$ cat src/cache_pkg.sv
// Sizes, types and address field helpers for the four-way
// write-back data cache

package cache_pkg;

	localparam int ADDR_WIDTH     = 32;
	localparam int WORD_WIDTH     = 32;
	localparam int WORDS_PER_LINE = 4;
	localparam int LINE_WIDTH     = WORD_WIDTH * WORDS_PER_LINE;
	localparam int NUM_SETS       = 16;
	localparam int NUM_WAYS       = 4;
	localparam int INDEX_WIDTH    = 4;
	localparam int OFFSET_WIDTH   = 2; // Word offset inside a line
	localparam int BYTE_BITS      = 2;
	localparam int TAG_WIDTH      = ADDR_WIDTH - INDEX_WIDTH - OFFSET_WIDTH - BYTE_BITS;

	typedef logic [ADDR_WIDTH-1:0]   addr_t;
	typedef logic [WORD_WIDTH-1:0]   word_t;
	typedef logic [LINE_WIDTH-1:0]   line_t;
	typedef logic [TAG_WIDTH-1:0]    tag_t;
	typedef logic [INDEX_WIDTH-1:0]  index_t;
	typedef logic [OFFSET_WIDTH-1:0] offset_t;
	typedef logic [1:0]              way_t;
	typedef logic [1:0]              age_t; // 0 is most recently used

	// Address layout from the MSB is tag, index, word offset and byte
	function automatic tag_t addr_tag(addr_t addr);
		return addr[ADDR_WIDTH-1 -: TAG_WIDTH];
	endfunction

	function automatic index_t addr_index(addr_t addr);
		return addr[BYTE_BITS+OFFSET_WIDTH +: INDEX_WIDTH];
	endfunction

	function automatic offset_t addr_offset(addr_t addr);
		return addr[BYTE_BITS +: OFFSET_WIDTH];
	endfunction

	// Base address of a line for write-back and fill requests
	function automatic addr_t line_addr(tag_t tag, index_t index);
		addr_t addr;
		addr = '0;
		addr[ADDR_WIDTH-1 -: TAG_WIDTH] = tag;
		addr[BYTE_BITS+OFFSET_WIDTH +: INDEX_WIDTH] = index;
		return addr;
	endfunction

endpackage

$ cat src/tag_if.sv
// Lookup and update signals between the cache controller and the tag store

`timescale 1ns/1ps

interface tag_if import cache_pkg::*; ();

	// Lookup key
	index_t index;
	tag_t   tag;

	// One-cycle command strobes acting on touch_way
	way_t touch_way;
	logic touch;
	logic fill;
	logic set_dirty;
	logic clean;

	// Lookup results
	logic   hit;
	way_t   hit_way;
	way_t   victim_way;
	tag_t   victim_tag;
	logic   victim_dirty;

	modport ctrl (
		output index, tag, touch_way, touch, fill, set_dirty, clean,
		input  hit, hit_way, victim_way, victim_tag, victim_dirty
	);

	modport store (
		input  index, tag, touch_way, touch, fill, set_dirty, clean,
		output hit, hit_way, victim_way, victim_tag, victim_dirty
	);

endinterface

$ cat src/line_if.sv
// Access signals between the cache controller and the line data store

`timescale 1ns/1ps

interface line_if import cache_pkg::*; ();

	index_t  index;
	way_t    way;
	offset_t offset;

	logic  fill;       // Whole-line replace
	line_t fill_data;
	logic  write;      // Single word replace
	word_t write_data;

	line_t line_data;  // Line at index and way

	modport ctrl (
		output index, way, offset, fill, fill_data, write, write_data,
		input  line_data
	);

	modport store (
		input  index, way, offset, fill, fill_data, write, write_data,
		output line_data
	);

endinterface

$ cat src/cache_ctrl.sv
// Cache controller FSM with IDLE, COMPARE, WRITE_BACK and ALLOCATE states
// Drives the tag and line stores and the next-level read and write requests

`timescale 1ns/1ps

module cache_ctrl import cache_pkg::*; (
	input  logic  clk,
	input  logic  reset,
	input  logic  req_read,
	input  logic  req_write,
	input  addr_t req_addr,
	input  word_t req_wdata,
	output logic  done,
	output logic  hit,
	output logic  miss,
	output word_t rdata,
	output logic  mem_read,
	output logic  mem_write,
	output addr_t mem_addr,
	output line_t mem_wdata,
	input  logic  mem_ack,
	input  line_t mem_rdata,
	tag_if.ctrl   tags,
	line_if.ctrl  lines
);

	typedef enum logic [1:0] {
		IDLE,
		COMPARE,
		WRITE_BACK,
		ALLOCATE
	} state_t;

	state_t state, next_state;

	tag_t    req_tag;
	index_t  req_index;
	offset_t req_offset;
	logic    in_compare;

	assign req_tag    = addr_tag(req_addr);
	assign req_index  = addr_index(req_addr);
	assign req_offset = addr_offset(req_addr);
	assign in_compare = (state == COMPARE);

	always_ff @(posedge clk or posedge reset) begin
		if (reset) begin
			state <= IDLE;
		end else begin
			state <= next_state;
		end
	end

	always_comb begin
		next_state = state;
		case (state)
			IDLE: begin
				if (req_read || req_write) next_state = COMPARE;
			end
			COMPARE: begin
				if (tags.hit) begin
					next_state = IDLE;
				end else if (tags.victim_dirty) begin
					next_state = WRITE_BACK; // Victim has to go out first
				end else begin
					next_state = ALLOCATE;
				end
			end
			WRITE_BACK: begin
				if (mem_ack) next_state = ALLOCATE;
			end
			ALLOCATE: begin
				if (mem_ack) next_state = COMPARE; // Lookup again and hit
			end
			default: next_state = IDLE;
		endcase
	end

	// Requester side
	assign done  = in_compare & tags.hit;
	assign hit   = in_compare & tags.hit;
	assign miss  = in_compare & ~tags.hit;
	assign rdata = lines.line_data[req_offset*WORD_WIDTH +: WORD_WIDTH];

	// Tag store uses the hit way in COMPARE and the victim way elsewhere
	assign tags.index     = req_index;
	assign tags.tag       = req_tag;
	assign tags.touch_way = in_compare ? tags.hit_way : tags.victim_way;
	assign tags.touch     = in_compare & tags.hit;
	assign tags.set_dirty = in_compare & tags.hit & req_write;
	assign tags.clean     = (state == WRITE_BACK) & mem_ack;
	assign tags.fill      = (state == ALLOCATE) & mem_ack;

	// Line store
	assign lines.index      = req_index;
	assign lines.way        = tags.touch_way;
	assign lines.offset     = req_offset;
	assign lines.write      = in_compare & tags.hit & req_write;
	assign lines.write_data = req_wdata;
	assign lines.fill       = (state == ALLOCATE) & mem_ack;
	assign lines.fill_data  = mem_rdata;

	// Next-level requests stay up while the FSM waits for mem_ack
	assign mem_write = (state == WRITE_BACK);
	assign mem_read  = (state == ALLOCATE);
	assign mem_addr  = (state == WRITE_BACK) ? line_addr(tags.victim_tag, req_index)
	                                         : line_addr(req_tag, req_index);
	assign mem_wdata = lines.line_data;

endmodule

$ cat src/flat_wrapper.sv
// flat-port wrapper written by rule: the top's interface ports become plain ports
module cache_ctrl_flat import cache_pkg::*;
  (clk, reset, req_read, req_write, req_addr, req_wdata, done, hit, miss, rdata, mem_read, mem_write, mem_addr, mem_wdata, mem_ack, mem_rdata, tags_index, tags_tag, tags_touch_way, tags_touch, tags_fill, tags_set_dirty, tags_clean, tags_hit, tags_hit_way, tags_victim_way, tags_victim_tag, tags_victim_dirty, lines_index, lines_way, lines_offset, lines_fill, lines_fill_data, lines_write, lines_write_data, lines_line_data);
  tag_if tags_i ();
  line_if lines_i ();
  input  logic clk;
  input  logic reset;
  input  logic req_read;
  input  logic req_write;
  input  addr_t req_addr;
  input  word_t req_wdata;
  output logic done;
  output logic hit;
  output logic miss;
  output word_t rdata;
  output logic mem_read;
  output logic mem_write;
  output addr_t mem_addr;
  output line_t mem_wdata;
  input  logic mem_ack;
  input  line_t mem_rdata;
  output wire logic [$bits(tags_i.index)-1:0] tags_index;
  output wire logic [$bits(tags_i.tag)-1:0] tags_tag;
  output wire logic [$bits(tags_i.touch_way)-1:0] tags_touch_way;
  output wire logic [$bits(tags_i.touch)-1:0] tags_touch;
  output wire logic [$bits(tags_i.fill)-1:0] tags_fill;
  output wire logic [$bits(tags_i.set_dirty)-1:0] tags_set_dirty;
  output wire logic [$bits(tags_i.clean)-1:0] tags_clean;
  input wire logic [$bits(tags_i.hit)-1:0] tags_hit;
  input wire logic [$bits(tags_i.hit_way)-1:0] tags_hit_way;
  input wire logic [$bits(tags_i.victim_way)-1:0] tags_victim_way;
  input wire logic [$bits(tags_i.victim_tag)-1:0] tags_victim_tag;
  input wire logic [$bits(tags_i.victim_dirty)-1:0] tags_victim_dirty;
  output wire logic [$bits(lines_i.index)-1:0] lines_index;
  output wire logic [$bits(lines_i.way)-1:0] lines_way;
  output wire logic [$bits(lines_i.offset)-1:0] lines_offset;
  output wire logic [$bits(lines_i.fill)-1:0] lines_fill;
  output wire logic [$bits(lines_i.fill_data)-1:0] lines_fill_data;
  output wire logic [$bits(lines_i.write)-1:0] lines_write;
  output wire logic [$bits(lines_i.write_data)-1:0] lines_write_data;
  input wire logic [$bits(lines_i.line_data)-1:0] lines_line_data;
  assign tags_index = tags_i.index;
  assign tags_tag = tags_i.tag;
  assign tags_touch_way = tags_i.touch_way;
  assign tags_touch = tags_i.touch;
  assign tags_fill = tags_i.fill;
  assign tags_set_dirty = tags_i.set_dirty;
  assign tags_clean = tags_i.clean;
  assign tags_i.hit = tags_hit;
  assign tags_i.hit_way = tags_hit_way;
  assign tags_i.victim_way = tags_victim_way;
  assign tags_i.victim_tag = tags_victim_tag;
  assign tags_i.victim_dirty = tags_victim_dirty;
  assign lines_index = lines_i.index;
  assign lines_way = lines_i.way;
  assign lines_offset = lines_i.offset;
  assign lines_fill = lines_i.fill;
  assign lines_fill_data = lines_i.fill_data;
  assign lines_write = lines_i.write;
  assign lines_write_data = lines_i.write_data;
  assign lines_i.line_data = lines_line_data;
  cache_ctrl u_core (.clk(clk), .reset(reset), .req_read(req_read), .req_write(req_write), .req_addr(req_addr), .req_wdata(req_wdata), .done(done), .hit(hit), .miss(miss), .rdata(rdata), .mem_read(mem_read), .mem_write(mem_write), .mem_addr(mem_addr), .mem_wdata(mem_wdata), .mem_ack(mem_ack), .mem_rdata(mem_rdata), .tags(tags_i), .lines(lines_i));
endmodule
$ cat config.mk
export PLATFORM = sky130hd
export DESIGN_NAME = cache_ctrl_flat
export DESIGN_NICKNAME = d
export VERILOG_FILES = /design/src/cache_pkg.sv /design/src/tag_if.sv /design/src/line_if.sv /design/src/cache_ctrl.sv /design/src/flat_wrapper.sv
export SDC_FILE = /design/constraint.sdc
export NUM_CORES = 1
export LEC_CHECK = 0
export BUFFER_PORTS_ARGS = -buffer_cell sky130_fd_sc_hd__clkbuf_2
export CORE_AREA = 4 4 290 292
export CTS_BUF_LIST = sky130_fd_sc_hd__clkbuf_8
export CTS_CLUSTER_SIZE = 10
export DETAILED_ROUTE_END_ITERATION = 7
export DIE_AREA = 0 0 294 296
export SETUP_SLACK_MARGIN = 0.5
export SYNTH_ARGS = -nofsm -noshare
export SYNTH_HDL_FRONTEND = slang
export SYNTH_SLANG_ARGS = --single-unit
$ cat constraint.sdc
create_clock -name clk -period 4.65 [get_ports clk]
set_clock_uncertainty 0.15 [all_clocks]
set_input_delay 0.2325 -clock clk [delete_from_list [all_inputs] [get_ports clk]]
set_output_delay 0.2325 -clock clk [all_outputs]
set_load 0.02 [all_outputs]
# After elaboration in Yosys (flattened, before gate mapping)
# Cells that the tools add are included.
[classes]
eq_ne = 6
shift = 1
muxes = 8
n_bitwise = 6
reduce_logical = 3
[op_table]
columns = ["operator", "n"]
rows = [
  ["$shiftx A128 B8 Y32", 1],
  ["$mux W32", 1],
  ["$mux W2", 5],
  ["$pmux W2 S4", 1],
  ["$ne A2 B1 Y1 const B", 3],
  ["$and A1 B1 Y1", 5],
  ["$eq A2 B2 Y1 const B", 2],
  ["$reduce_and A3 Y1", 1],
  ["$eq A2 B1 Y1 const B", 1],
  ["$logic_not A2 Y1", 1],
  ["$logic_or A1 B1 Y1", 1],
  ["$mux W1", 1],
  ["$not A1 Y1", 1],
]
[word_totals]
ff_bits = 2
inputBits = 355
out_inout_bits = 401
elab_cells = 25

# Longest topological paths before layout
# Gate-level depths: netlist (run 1).
[depth]
word_depth = 3
ltp_mapped = 6

# Least setup slack after synthesis (run 1)
# No wires, ideal clock.
[synth_timing]
kind = "flip-flop to output port"
start = "register u_core.state[0]"
end = "output mem_addr[12]"
t_arrival_ns = 1.599
t_required_ns = 4.268
slack_ns = 2.669
path_stages_with_launch = 6
path_buffers = 2
path_cell_list = "dfrtp_1 inv_1 ha_1 buf_2 buf_2 mux2_2"
[synth_via]
elab_chain_cells = 2
[synth_lines]
columns = ["element", "line", "rtl"]
rows = [
  ["start, declared", "cache_ctrl.sv:34", "state_t state, next_state;"],
  ["start signal, assigned", "cache_ctrl.sv:50", "state <= next_state;"],
  ["$eq A2 B2 Y1", "--", ""],
  ["net mem_write", "flat_wrapper.sv:17", "output logic mem_write;"],
  ["$mux W32", "cache_ctrl.sv:106", "assign mem_addr = (state == WRITE_BACK) ? line_addr(tags.victim_tag, req_index)"],
  ["end, declared", "flat_wrapper.sv:18", "output addr_t mem_addr;"],
]
# The timed path passes the listed nets, and every way through them passes these cells.

# Worst setup path in the final report (run 1)
[layout_timing]
start = "register u_core.state[0]"
end = "output mem_addr[27]"
[layout_via]
elab_chain_cells = 2
[layout_lines]
columns = ["element", "line"]
rows = [
  ["$eq A2 B2 Y1", "cache_ctrl.sv:106"],
  ["$mux W32", "cache_ctrl.sv:106"],
]
# Every way passes these cells.

==> results.py, run 1 <==
metrics = {
    "route": {
        "post_drt_wl_per_cell_microns": 26.1,
        "vias": 3340,
        "drc": 0,
        "avgViaCountPerCell": 2.11,
        "ant_nets": 0,
        "postRouteWirelength_microns": 41300,
        "drt_iter0_markers": 170,
        "dr.pass1.iters": 4,
    },
    "yosys": {
        "syn_area_sq_um": 3860,
        "ys_seq_area_frac": 0.0130,
        "synth_seq_cells": 2,
        "avgSynthCellArea_sq_um": 9.00,
        "yosysUniqueCellTypes": 20,
        "syn_inst": 429,
        "ys_warn_count": 0,
    },
    "final_layout": {
        "largest-register": "u_core.state",
        "drive_gt1_frac": 0.939,
        "final_cells": 1581,
        "syn_to_final_growth_pct": 22.9,
        "stdcell_area_sq_um": 4740,
        "fillers": 9697,
        "regArea_sq_um": 50.0,
        "multi_input_area_sq_um": 1180,
        "reg_top3": "u_core.state x2",
        "largest_register_ffs": 2,
        "finalNetCount": 868,
    },
    "hold_path": {
        "hold_path.class": "in2reg",
    },
    "die": {
        "dieArea_sq_um": 87000,
        "ios": 756,
        "design.core.area_sq_um": 81600,
        "die_h_microns": 296,
        "start_util": 0.0473,
        "num_rows": 105,
        "die_w_microns": 294,
    },
    "pwr": {
        "p_leak_nw": 2.20,
        "total_power_uw": 936,
        "p_per_area_nw_per_um2": 197,
        "max-vdd-ir-drop_v": 0.000282,
    },
    "timing": {
        "fin_crit_ns": 2.67,
        "slew_headroom": 0.389,
        "finalMaxSlewViolations": 0,
        "final_hold_viol_count": 0,
        "hold_ws_ns": 0.255,
        "fin_crit_sh": 0.574,
        "max_freq_mhz": 375,
        "final.setup.tns_ns": 0,
        "tightest_slew_ns": 0.917,
        "setup_viol": 0,
        "rsz0062_at_grt": "no",
    },
    "place": {
        "placed_cell_area_sq_um": 4680,
        "gp_congestion": 0.681,
        "portBuffers": 413,
        "dp_hpwl_microns": 39500,
        "placed_cells": 1572,
    },
    "clock_tree": {
        "cts_tree": "built",
        "clk_pin_slew_worst_paths_ns": 0.03,
        "clock-sinks": 2,
        "cts-root-buf": "clkbuf_8",
        "clk_latency_ns": 0.21,
        "htreeDepth": 1,
        "cts_buffers": 3,
        "ctsLongestPathBuffers": 2,
    },
    "global_route": {
        "grt_pass1_vias": 3421,
        "grtUsageTotal": 0.0878,
        "antenna_found_initial": 12,
        "grt-ovfl-total": 0,
        "grt_pass1_wl_microns": 46800,
        "grt_max_degree": 22,
    },
    "worst_setup_path": {
        "end_kind": "output port",
        "cp_max_fo": 18,
        "critPathKind": "reg2out",
        "crit_required_ns": 4.27,
        "arrival_ns": 2.29,
        "cp-start-kind": "register",
    },
    "run": {
        "maxCapViolations": 0,
    },
    "status": {
        "status": "finished, final reports clean",
    },
}
-- cells in the final DEF (no fill, tap or decap), drive strengths merged, types with 2 or more instances in the layout --
master | synthesis | layout
buf | 346 | 5
mux4 | 32 | 32
ha | 5 | 5
and2 | 3 | 3
clkbuf | 0 | 414
mux2i | 2 | 2
conb | 1 | 4
dfrtp | 2 | 2
diode | 0 | 5
mux2 | 26 | 26
nor2 | 2 | 2
inv | 4 | 4
-- where the power goes --
part,internal [mW],total (mW),switching [mW]
registers,0.0251,0.0314,0.00631
clock network,0.0548,0.0694,0.0146
logic,0.281,0.835,0.554
-- metal layers --
metal  track usage  up-vias  share of wire
met5             0        -        0.00032
met4        0.0290        2          0.038
met3        0.0692      113           0.19
met2         0.129      460           0.41
met1        0.0960     1523           0.36
li1              -     1242              -
-- what timing repair did --
action | CTS | global route
hold endpoints to repair | 2 | 0
gates resized for setup | 0 | 0
hold buffers | 1 | 0
setup buffers | 0 | 0
-- metrics by stage --
step	worst slack [ns]	util
after global routing	1.84	0.0580
after floorplan	2.67	-
after CTS	1.92	0.0580
after detailed placement	2.14	0.0573
after global placement	2.19	0.0573
final	1.98	0.0581
-- final timing paths --
check,slack (ns),from,cells after the start,endpoint
min reg2reg,0.52,u_core.state[1]$_DFFE_PP0P_,2,u_core.state[1]$_DFFE_PP0P_
min in group asynchronous,0.27,reset,3,u_core.state[0]$_DFFE_PP0P_
min,0.25,tags_victim_dirty,4,u_core.state[0]$_DFFE_PP0P_
max,1.98,u_core.state[0]$_DFFE_PP0P_,5,mem_addr[27]
max reg2reg,2.79,u_core.state[0]$_DFFE_PP0P_,4,u_core.state[1]$_DFFE_PP0P_
max in group asynchronous,3.96,reset,3,u_core.state[1]$_DFFE_PP0P_
-- layout make-up --
type	instances	share of cell area
Timing Repair Buffer	417	0.443
Tap cell	1070	0.282
Multi-Input combinational cell	80	0.249
Sequential cell	2	0.0106
Clock buffer	3	0.00871
Inverter	4	0.00317
Antenna cell	5	0.00264
-- Yosys cell counts --
master,count,area share
buf_4,336,0.65
mux4_2,30,0.18
mux2_2,26,0.076
buf_2,6,0.0078
ha_1,5,0.016
inv_1,4,0.0039
and2_1,3,0.0049
buf_12,3,0.016
dfrtp_1,2,0.013
mux2i_1,2,0.0052
mux4_1,2,0.014
nor2_1,2,0.0019
a21oi_1,1,0.0013
and3_1,1,0.0016
buf_6,1,0.0029
conb_1,1,0.00097
nand2b_1,1,0.0016
nor2b_1,1,0.0016
o21ai_0,1,0.0013
o2bb2ai_1,1,0.0023
-- cell families after synthesis --
logic type / after synthesis / synth area share
muxes: 60 / 0.270
other: 1 / 0.000972
AOI/OAI and AO/OA: 3 / 0.00486
DFF: 2 / 0.0130
and+or+nand+nor: 8 / 0.0117
adders and majority gates: 5 / 0.0162
buffers and inverters: 350 / 0.684
-- critical path, cell delays in order, from the launching register on --
cell      delay [ns]
dfrtp_1         0.39
inv_1           0.14
ha_1            0.71
buf_4           0.31
mux2_2          0.35
clkbuf_2        0.17
No activity file was read; power rests on OpenSTA's default activity.
==> inputs of run 2 (changes only) <==
--- a/config.mk
+++ b/config.mk
@@ -5,12 +5,13 @@
 export SDC_FILE = /design/constraint.sdc
 export NUM_CORES = 1
 export LEC_CHECK = 0
+export ABC_AREA = 1
 export BUFFER_PORTS_ARGS = -buffer_cell sky130_fd_sc_hd__clkbuf_2
-export CORE_AREA = 4 4 290 292
+export CORE_AREA = 4 4 291 293
 export CTS_BUF_LIST = sky130_fd_sc_hd__clkbuf_8
 export CTS_CLUSTER_SIZE = 10
 export DETAILED_ROUTE_END_ITERATION = 7
-export DIE_AREA = 0 0 294 296
+export DIE_AREA = 0 0 295 297
 export SETUP_SLACK_MARGIN = 0.5
 export SYNTH_ARGS = -nofsm -noshare
 export SYNTH_HDL_FRONTEND = slang
==> constraint.sdc (replaced) <==
create_clock -name clk -period 2.5 [get_ports clk]
set_clock_uncertainty 0.15 [all_clocks]
set_input_delay 0.125 -clock clk [delete_from_list [all_inputs] [get_ports clk]]
set_output_delay 0.125 -clock clk [all_outputs]
set_load 0.02 [all_outputs]
==> results.py, run 2 <==
metrics = {
    "status": {
        "status": "finished, final reports clean",
    },
    "final_layout": {
        "finalNetCount": 1133,
        "largest_register_ffs": 2,
        "multi_input_area_sq_um": 1370,
        "regArea_sq_um": 50.0,
        "fillers": 9706,
        "mostFrequentLayoutCells": "clkbuf_2 (411), nand2_1 (154), inv_1 (76), a21oi_1 (33), o21ai_0 (31)",
        "syn_to_final_growth_pct": 20.1,
        "final_common_cell": "clkbuf_2",
        "stdcell_area_sq_um": 5230,
        "reg_top3": "u_core.state x2",
        "fin_util": 0.0639,
        "largest-register": "u_core.state",
        "drive_gt1_frac": 0.575,
    },
    "clock_tree": {
        "cts_buffers": 3,
        "clk_latency_ns": 0.21,
        "clock-sinks": 2,
        "clk_pin_slew_worst_paths_ns": 0.03,
        "cts-root-buf": "clkbuf_8",
        "cts_tree": "built",
        "ctsLongestPathBuffers": 2,
        "post-cts-setup-buffers": 0,
        "htreeDepth": 1,
    },
    "yosys": {
        "synth_fa_ha_area_frac": 0.0144,
        "ys_seq_area_frac": 0.0115,
        "yosys.area_share.simple": 0.139,
        "syn_inst": 707,
        "synthArstFlopShare": 1.00,
        "synth_seq_cells": 2,
        "synth_top_area_cell": "buf_4",
        "synth.area.top_cells": "buf_4 (58%), nand2_1 (13%), inv_1 (6.6%)",
        "synth_top_family_by_area": "buffers and inverters",
        "synthXorXnorAreaFrac": 0,
        "ys_warn_count": 0,
        "yosysUniqueCellTypes": 18,
        "syn_area_sq_um": 4350,
        "synth.top_cell.area_share": 0.580,
        "muxShareOfSynthArea": 0,
        "synth_compound_area_frac": 0.154,
        "ys.flop_type": "dfrtp_1",
        "synth-edff-count": 0,
        "avgSynthCellArea_sq_um": 6.16,
        "yosysMostFrequentCell": "buf_4",
        "synth_common_cells": "buf_4 (336), nand2_1 (154), inv_1 (76)",
    },
    "timing": {
        "max_freq_mhz": 538,
        "fin_crit_sh": 0.744,
        "final.setup.tns_ns": 0,
        "hold_ws_ns": 0.100,
        "tightest_slew_ns": 0.659,
        "final_hold_viol_count": 0,
        "finalMaxSlewViolations": 0,
        "rsz0062_at_grt": "no",
        "slew_headroom": 0.556,
        "setup_viol": 0,
        "layout_setup_ws_ns": 0.640,
        "fin_crit_ns": 1.86,
    },
    "global_route": {
        "grtUsageTotal": 0.0566,
        "grt-ovfl-total": 0,
        "grt_pass1_vias": 3834,
        "grt_max_degree": 63,
        "antenna_found_initial": 4,
        "grt_pass1_wl_microns": 33900,
    },
    "worst_setup_path": {
        "arrival_ns": 1.58,
        "critPathKind": "reg2out",
        "crit_required_ns": 2.23,
        "end_kind": "output port",
        "cp_max_fo": 16,
        "cp-start-kind": "register",
    },
    "route": {
        "dr.pass1.iters": 4,
        "avgViaCountPerCell": 2.30,
        "postRouteWirelength_microns": 27800,
        "post_drt_wl_per_cell_microns": 15.1,
        "drc": 0,
        "drt_iter0_markers": 180,
        "vias": 4236,
        "ant_nets": 0,
    },
    "pwr": {
        "p_leak_nw": 2.90,
        "max-vdd-ir-drop_v": 0.000373,
        "p_per_area_nw_per_um2": 381,
    },
    "die": {
        "ios": 756,
        "start_util": 0.0532,
        "dieArea_sq_um": 87600,
        "num_rows": 105,
        "die_w_microns": 295,
        "design.core.area_sq_um": 81800,
        "die_h_microns": 297,
    },
    "place": {
        "place_ws_ns": 0.547,
        "portBuffers": 413,
        "placed_cell_area_sq_um": 5150,
        "gp_congestion": 0.687,
        "dp_hpwl_microns": 25300,
    },
    "hold_path": {
        "hold_path.class": "in2out",
    },
    "run": {
        "maxCapViolations": 0,
    },
}
## run 2: changes by cell type in the layout (fill, tap and decap cells not counted), sizes merged, moves of 2 or more
cell	change
a21oi	+32
and2	-3
buf	+3
diode	-3
inv	+73
mux2	-26
mux2i	-2
mux4	-32
nand2	+154
nor2	+4
o211ai	+32
o21ai	+32
## run 2: worst paths after layout
check,from,to,slack (ns),cells past startpoint
max in group asynchronous,reset,u_core.state[1]$_DFFE_PP0P_,1.92,3
min reg2reg,u_core.state[0]$_DFFE_PP0P_,u_core.state[0]$_DFFE_PP0P_,0.44,2
max reg2reg,u_core.state[1]$_DFFE_PP0P_,u_core.state[0]$_DFFE_PP0P_,0.88,6
max,u_core.state[0]$_DFFE_PP0P_,mem_addr[26],0.64,6
min,mem_rdata[114],lines_fill_data[114],0.10,0
min in group asynchronous,reset,u_core.state[0]$_DFFE_PP0P_,0.15,3
## run 2: layer usage
metal | part of all wire | track usage | vias to the layer above
met5 | 0.0028 | 0.00610 | -
met4 | 0.11 | 0.0521 | 2
met3 | 0.13 | 0.0252 | 124
met2 | 0.39 | 0.0811 | 381
met1 | 0.37 | 0.0615 | 1762
li1 | - | - | 1967
## run 2: per-stage QoR
step                instances  total power, mW
floorplan                 710             1.70
global placement         1837             1.85
detailed placement       1837             1.86
CTS                      1841             2.02
global route             1843             2.17
finish                   1843             1.99
## run 2: area by class of cell
| class | count | share of cell area |
|---|---|---|
| antenna | 2 | 0.000957 |
| inverter | 77 | 0.0558 |
| timing repair buffer | 420 | 0.408 |
| multi-input combinational | 269 | 0.261 |
| clock buffer | 3 | 0.00790 |
| sequential | 2 | 0.00957 |
| tap | 1070 | 0.256 |
## run 2: worst max-delay path, stage by stage (launching register included)
cell and delay, ns:
dfrtp_1 0.42, inv_1 0.16, ha_4 0.25, buf_6 0.20, nand2_1 0.08, nand2_1 0.08, clkbuf_2 0.18
## run 2: logic make-up (layout without fill, tap and decap cells)
group	after synthesis	in the layout
buffers and inverters	439	500
AO/OA/AOI/OAI	99	99
AND/OR/NAND/NOR	161	161
flip-flops	2	2
other	1	6
adder cells (fa/ha/maj)	5	5
## run 2: power by group
| part | internal [mW] | leakage, nW | switching (mW) |
|---|---|---|---|
| combinational | 0.553 | 2.86 | 1.23 |
| clock | 0.102 | 0.0216 | 0.0263 |
| sequential | 0.0502 | 0.0249 | 0.0266 |
## run 2: timing repair
action,CTS,global route
endpoints found under the setup margin,24,14
resized for setup,3,3
hold buffers,1,0
hold endpoints to repair,2,0
gates cloned,0,0
==> inputs of run 3 (changes only) <==
==> constraint.sdc (replaced) <==
create_clock -name clk -period 1.8 [get_ports clk]
set_clock_uncertainty 0.15 [all_clocks]
set_input_delay 0.09 -clock clk [delete_from_list [all_inputs] [get_ports clk]]
set_output_delay 0.09 -clock clk [all_outputs]
set_load 0.02 [all_outputs]
==> results.py, run 3 (synthesis gave the netlist of run 2 again) <==
metrics = {
    "worst_setup_path": {
        "arrival_ns": 1.39,
        "end_kind": "output port",
        "critPathKind": "reg2out",
        "cp_max_fo": 7,
        "r2r_slack_ns": 0.34,
        "cp-start-kind": "register",
        "crit_required_ns": 1.56,
    },
    "clock_tree": {
        "clk_latency_ns": 0.21,
        "htreeDepth": 1,
        "cts-root-buf": "clkbuf_8",
        "cts_buffers": 3,
        "clk_pin_slew_worst_paths_ns": 0.03,
        "clock-sinks": 2,
        "cts_tree": "built",
        "ctsLongestPathBuffers": 2,
    },
    "timing": {
        "fin_crit_ns": 1.63,
        "rsz0062_at_grt": "yes",
        "tightest_slew_ns": 0.499,
        "final.setup.tns_ns": 0,
        "fin_crit_sh": 0.905,
        "final_hold_viol_count": 0,
        "finalMaxSlewViolations": 0,
        "slew_headroom": 0.666,
        "max_freq_mhz": 614,
        "setup_viol": 0,
    },
    "place": {
        "placed_cell_area_sq_um": 5330,
        "dp_hpwl_microns": 25600,
        "portBuffers": 413,
        "gp_congestion": 0.852,
    },
    "route": {
        "vias": 4429,
        "avgViaCountPerCell": 2.37,
        "post_drt_wl_per_cell_microns": 16.3,
        "dr.pass1.iters": 4,
        "postRouteWirelength_microns": 30500,
        "drt_iter0_markers": 182,
        "ant_nets": 0,
        "drc": 0,
    },
    "final_layout": {
        "final_common_cell": "clkbuf_2",
        "finalNetCount": 1162,
        "largest_register_ffs": 2,
        "reg_top3": "u_core.state x2",
        "stdcell_area_sq_um": 6360,
        "fin_util": 0.0777,
        "largest-register": "u_core.state",
        "syn_to_final_growth_pct": 46.1,
        "diodes": 0,
        "mostFrequentLayoutCells": "clkbuf_2 (356), nand2_1 (100), inv_1 (72), nand2_2 (48), a21oi_1 (29)",
        "drive_gt1_frac": 0.680,
    },
    "pwr": {
        "p_per_area_nw_per_um2": 623,
        "p_leak_nw": 3.29,
        "total_power_mw": 3.96,
        "max-vdd-ir-drop_v": 0.000304,
    },
    "die": {
        "design.core.area_sq_um": 81800,
        "dieArea_sq_um": 87600,
        "ios": 756,
        "die_h_microns": 297,
        "num_rows": 105,
        "start_util": 0.0532,
        "die_w_microns": 295,
    },
    "global_route": {
        "grt-ovfl-total": 0,
        "antenna_found_initial": 2,
        "grtUsageTotal": 0.0628,
        "grt_pass1_vias": 4200,
        "grt_max_degree": 27,
        "grt_pass1_wl_microns": 37300,
    },
    "run": {
        "maxCapViolations": 0,
    },
    "hold_path": {
        "hold_path.class": "in2reg",
    },
    "status": {
        "status": "finished, final reports clean",
    },
}
run 3: cell types whose count changed in the layout (fill, tap and decap cells not counted), moves of 13 or more:
cell	previous run	this run
buf_4	6	19
buf_8	0	18
clkbuf_2	411	356
clkbuf_8	3	20
nand2_1	154	100
nand2_2	0	48
run 3: per-stage QoR:
stage	worst slack, ns	hold slack, ns	std cells
after floorplan	0.430	-0.319	710
after global placement	0.216	-0.226	1842
after detailed placement	0.195	-0.223	1842
after CTS	0.173	0.0202	1868
after global routing	0.121	0.0300	1870
final	0.171	0.0197	1870
run 3: worst max-delay path, cell delays in order (launching register included):
cell      delay, ns
dfrtp_1        0.39
inv_2          0.08
ha_4           0.20
buf_6          0.13
buf_12         0.11
nand2_1        0.06
nand2_2        0.07
clkbuf_8       0.14
run 3: final cells by class:
type	instances	area (sq um)
Fill cell	9622	75500
Inverter	77	308
Clock buffer	3	41.3
Sequential cell	2	51.3
Tap cell	1070	1340
Multi-Input combinational cell	269	1610
Timing Repair Buffer	448	2990
Timing Repair inverter	1	16.3
run 3: power by group:
group | switching, mW | internal, mW | total [mW] | leakage, nW
combinational | 2.07 | 1.62 | 3.69 | 3.25
clock | 0.0310 | 0.141 | 0.172 | 0.0216
sequential | 0.0276 | 0.0721 | 0.0997 | 0.0234
run 3: path summary, 6_finish.rpt:
| path | from | end | cells past startpoint |
|---|---|---|---|
| worst max-delay path | u_core.state[0]$_DFFE_PP0P_ | mem_addr[13] | 7 |
| worst min-delay path | tags_victim_dirty | u_core.state[0]$_DFFE_PP0P_ | 4 |
| worst max register to register | u_core.state[0]$_DFFE_PP0P_ | u_core.state[0]$_DFFE_PP0P_ | 8 |
| worst min register to register | u_core.state[1]$_DFFE_PP0P_ | u_core.state[1]$_DFFE_PP0P_ | 3 |
| max in group asynchronous | reset | u_core.state[1]$_DFFE_PP0P_ | 3 |
| min in group asynchronous | reset | u_core.state[0]$_DFFE_PP0P_ | 3 |
run 3: repair_timing:
item | 4_1_cts | 5_1_grt
pin swaps | 11 | 11
endpoints found under the hold margin | 2 | 0
setup endpoints to repair | 70 | 61
hold buffers | 1 | 0
gates resized for setup | 123 | 77
setup buffers | 15 | 2
cloned | 7 | 0
run 3: routing by layer:
layer / track usage / part of all wire
met3: 0.0530 / 0.21
met4: 0.0385 / 0.071
met2: 0.0946 / 0.42
met1: 0.0571 / 0.30
met5: 0.00554 / 0.0026
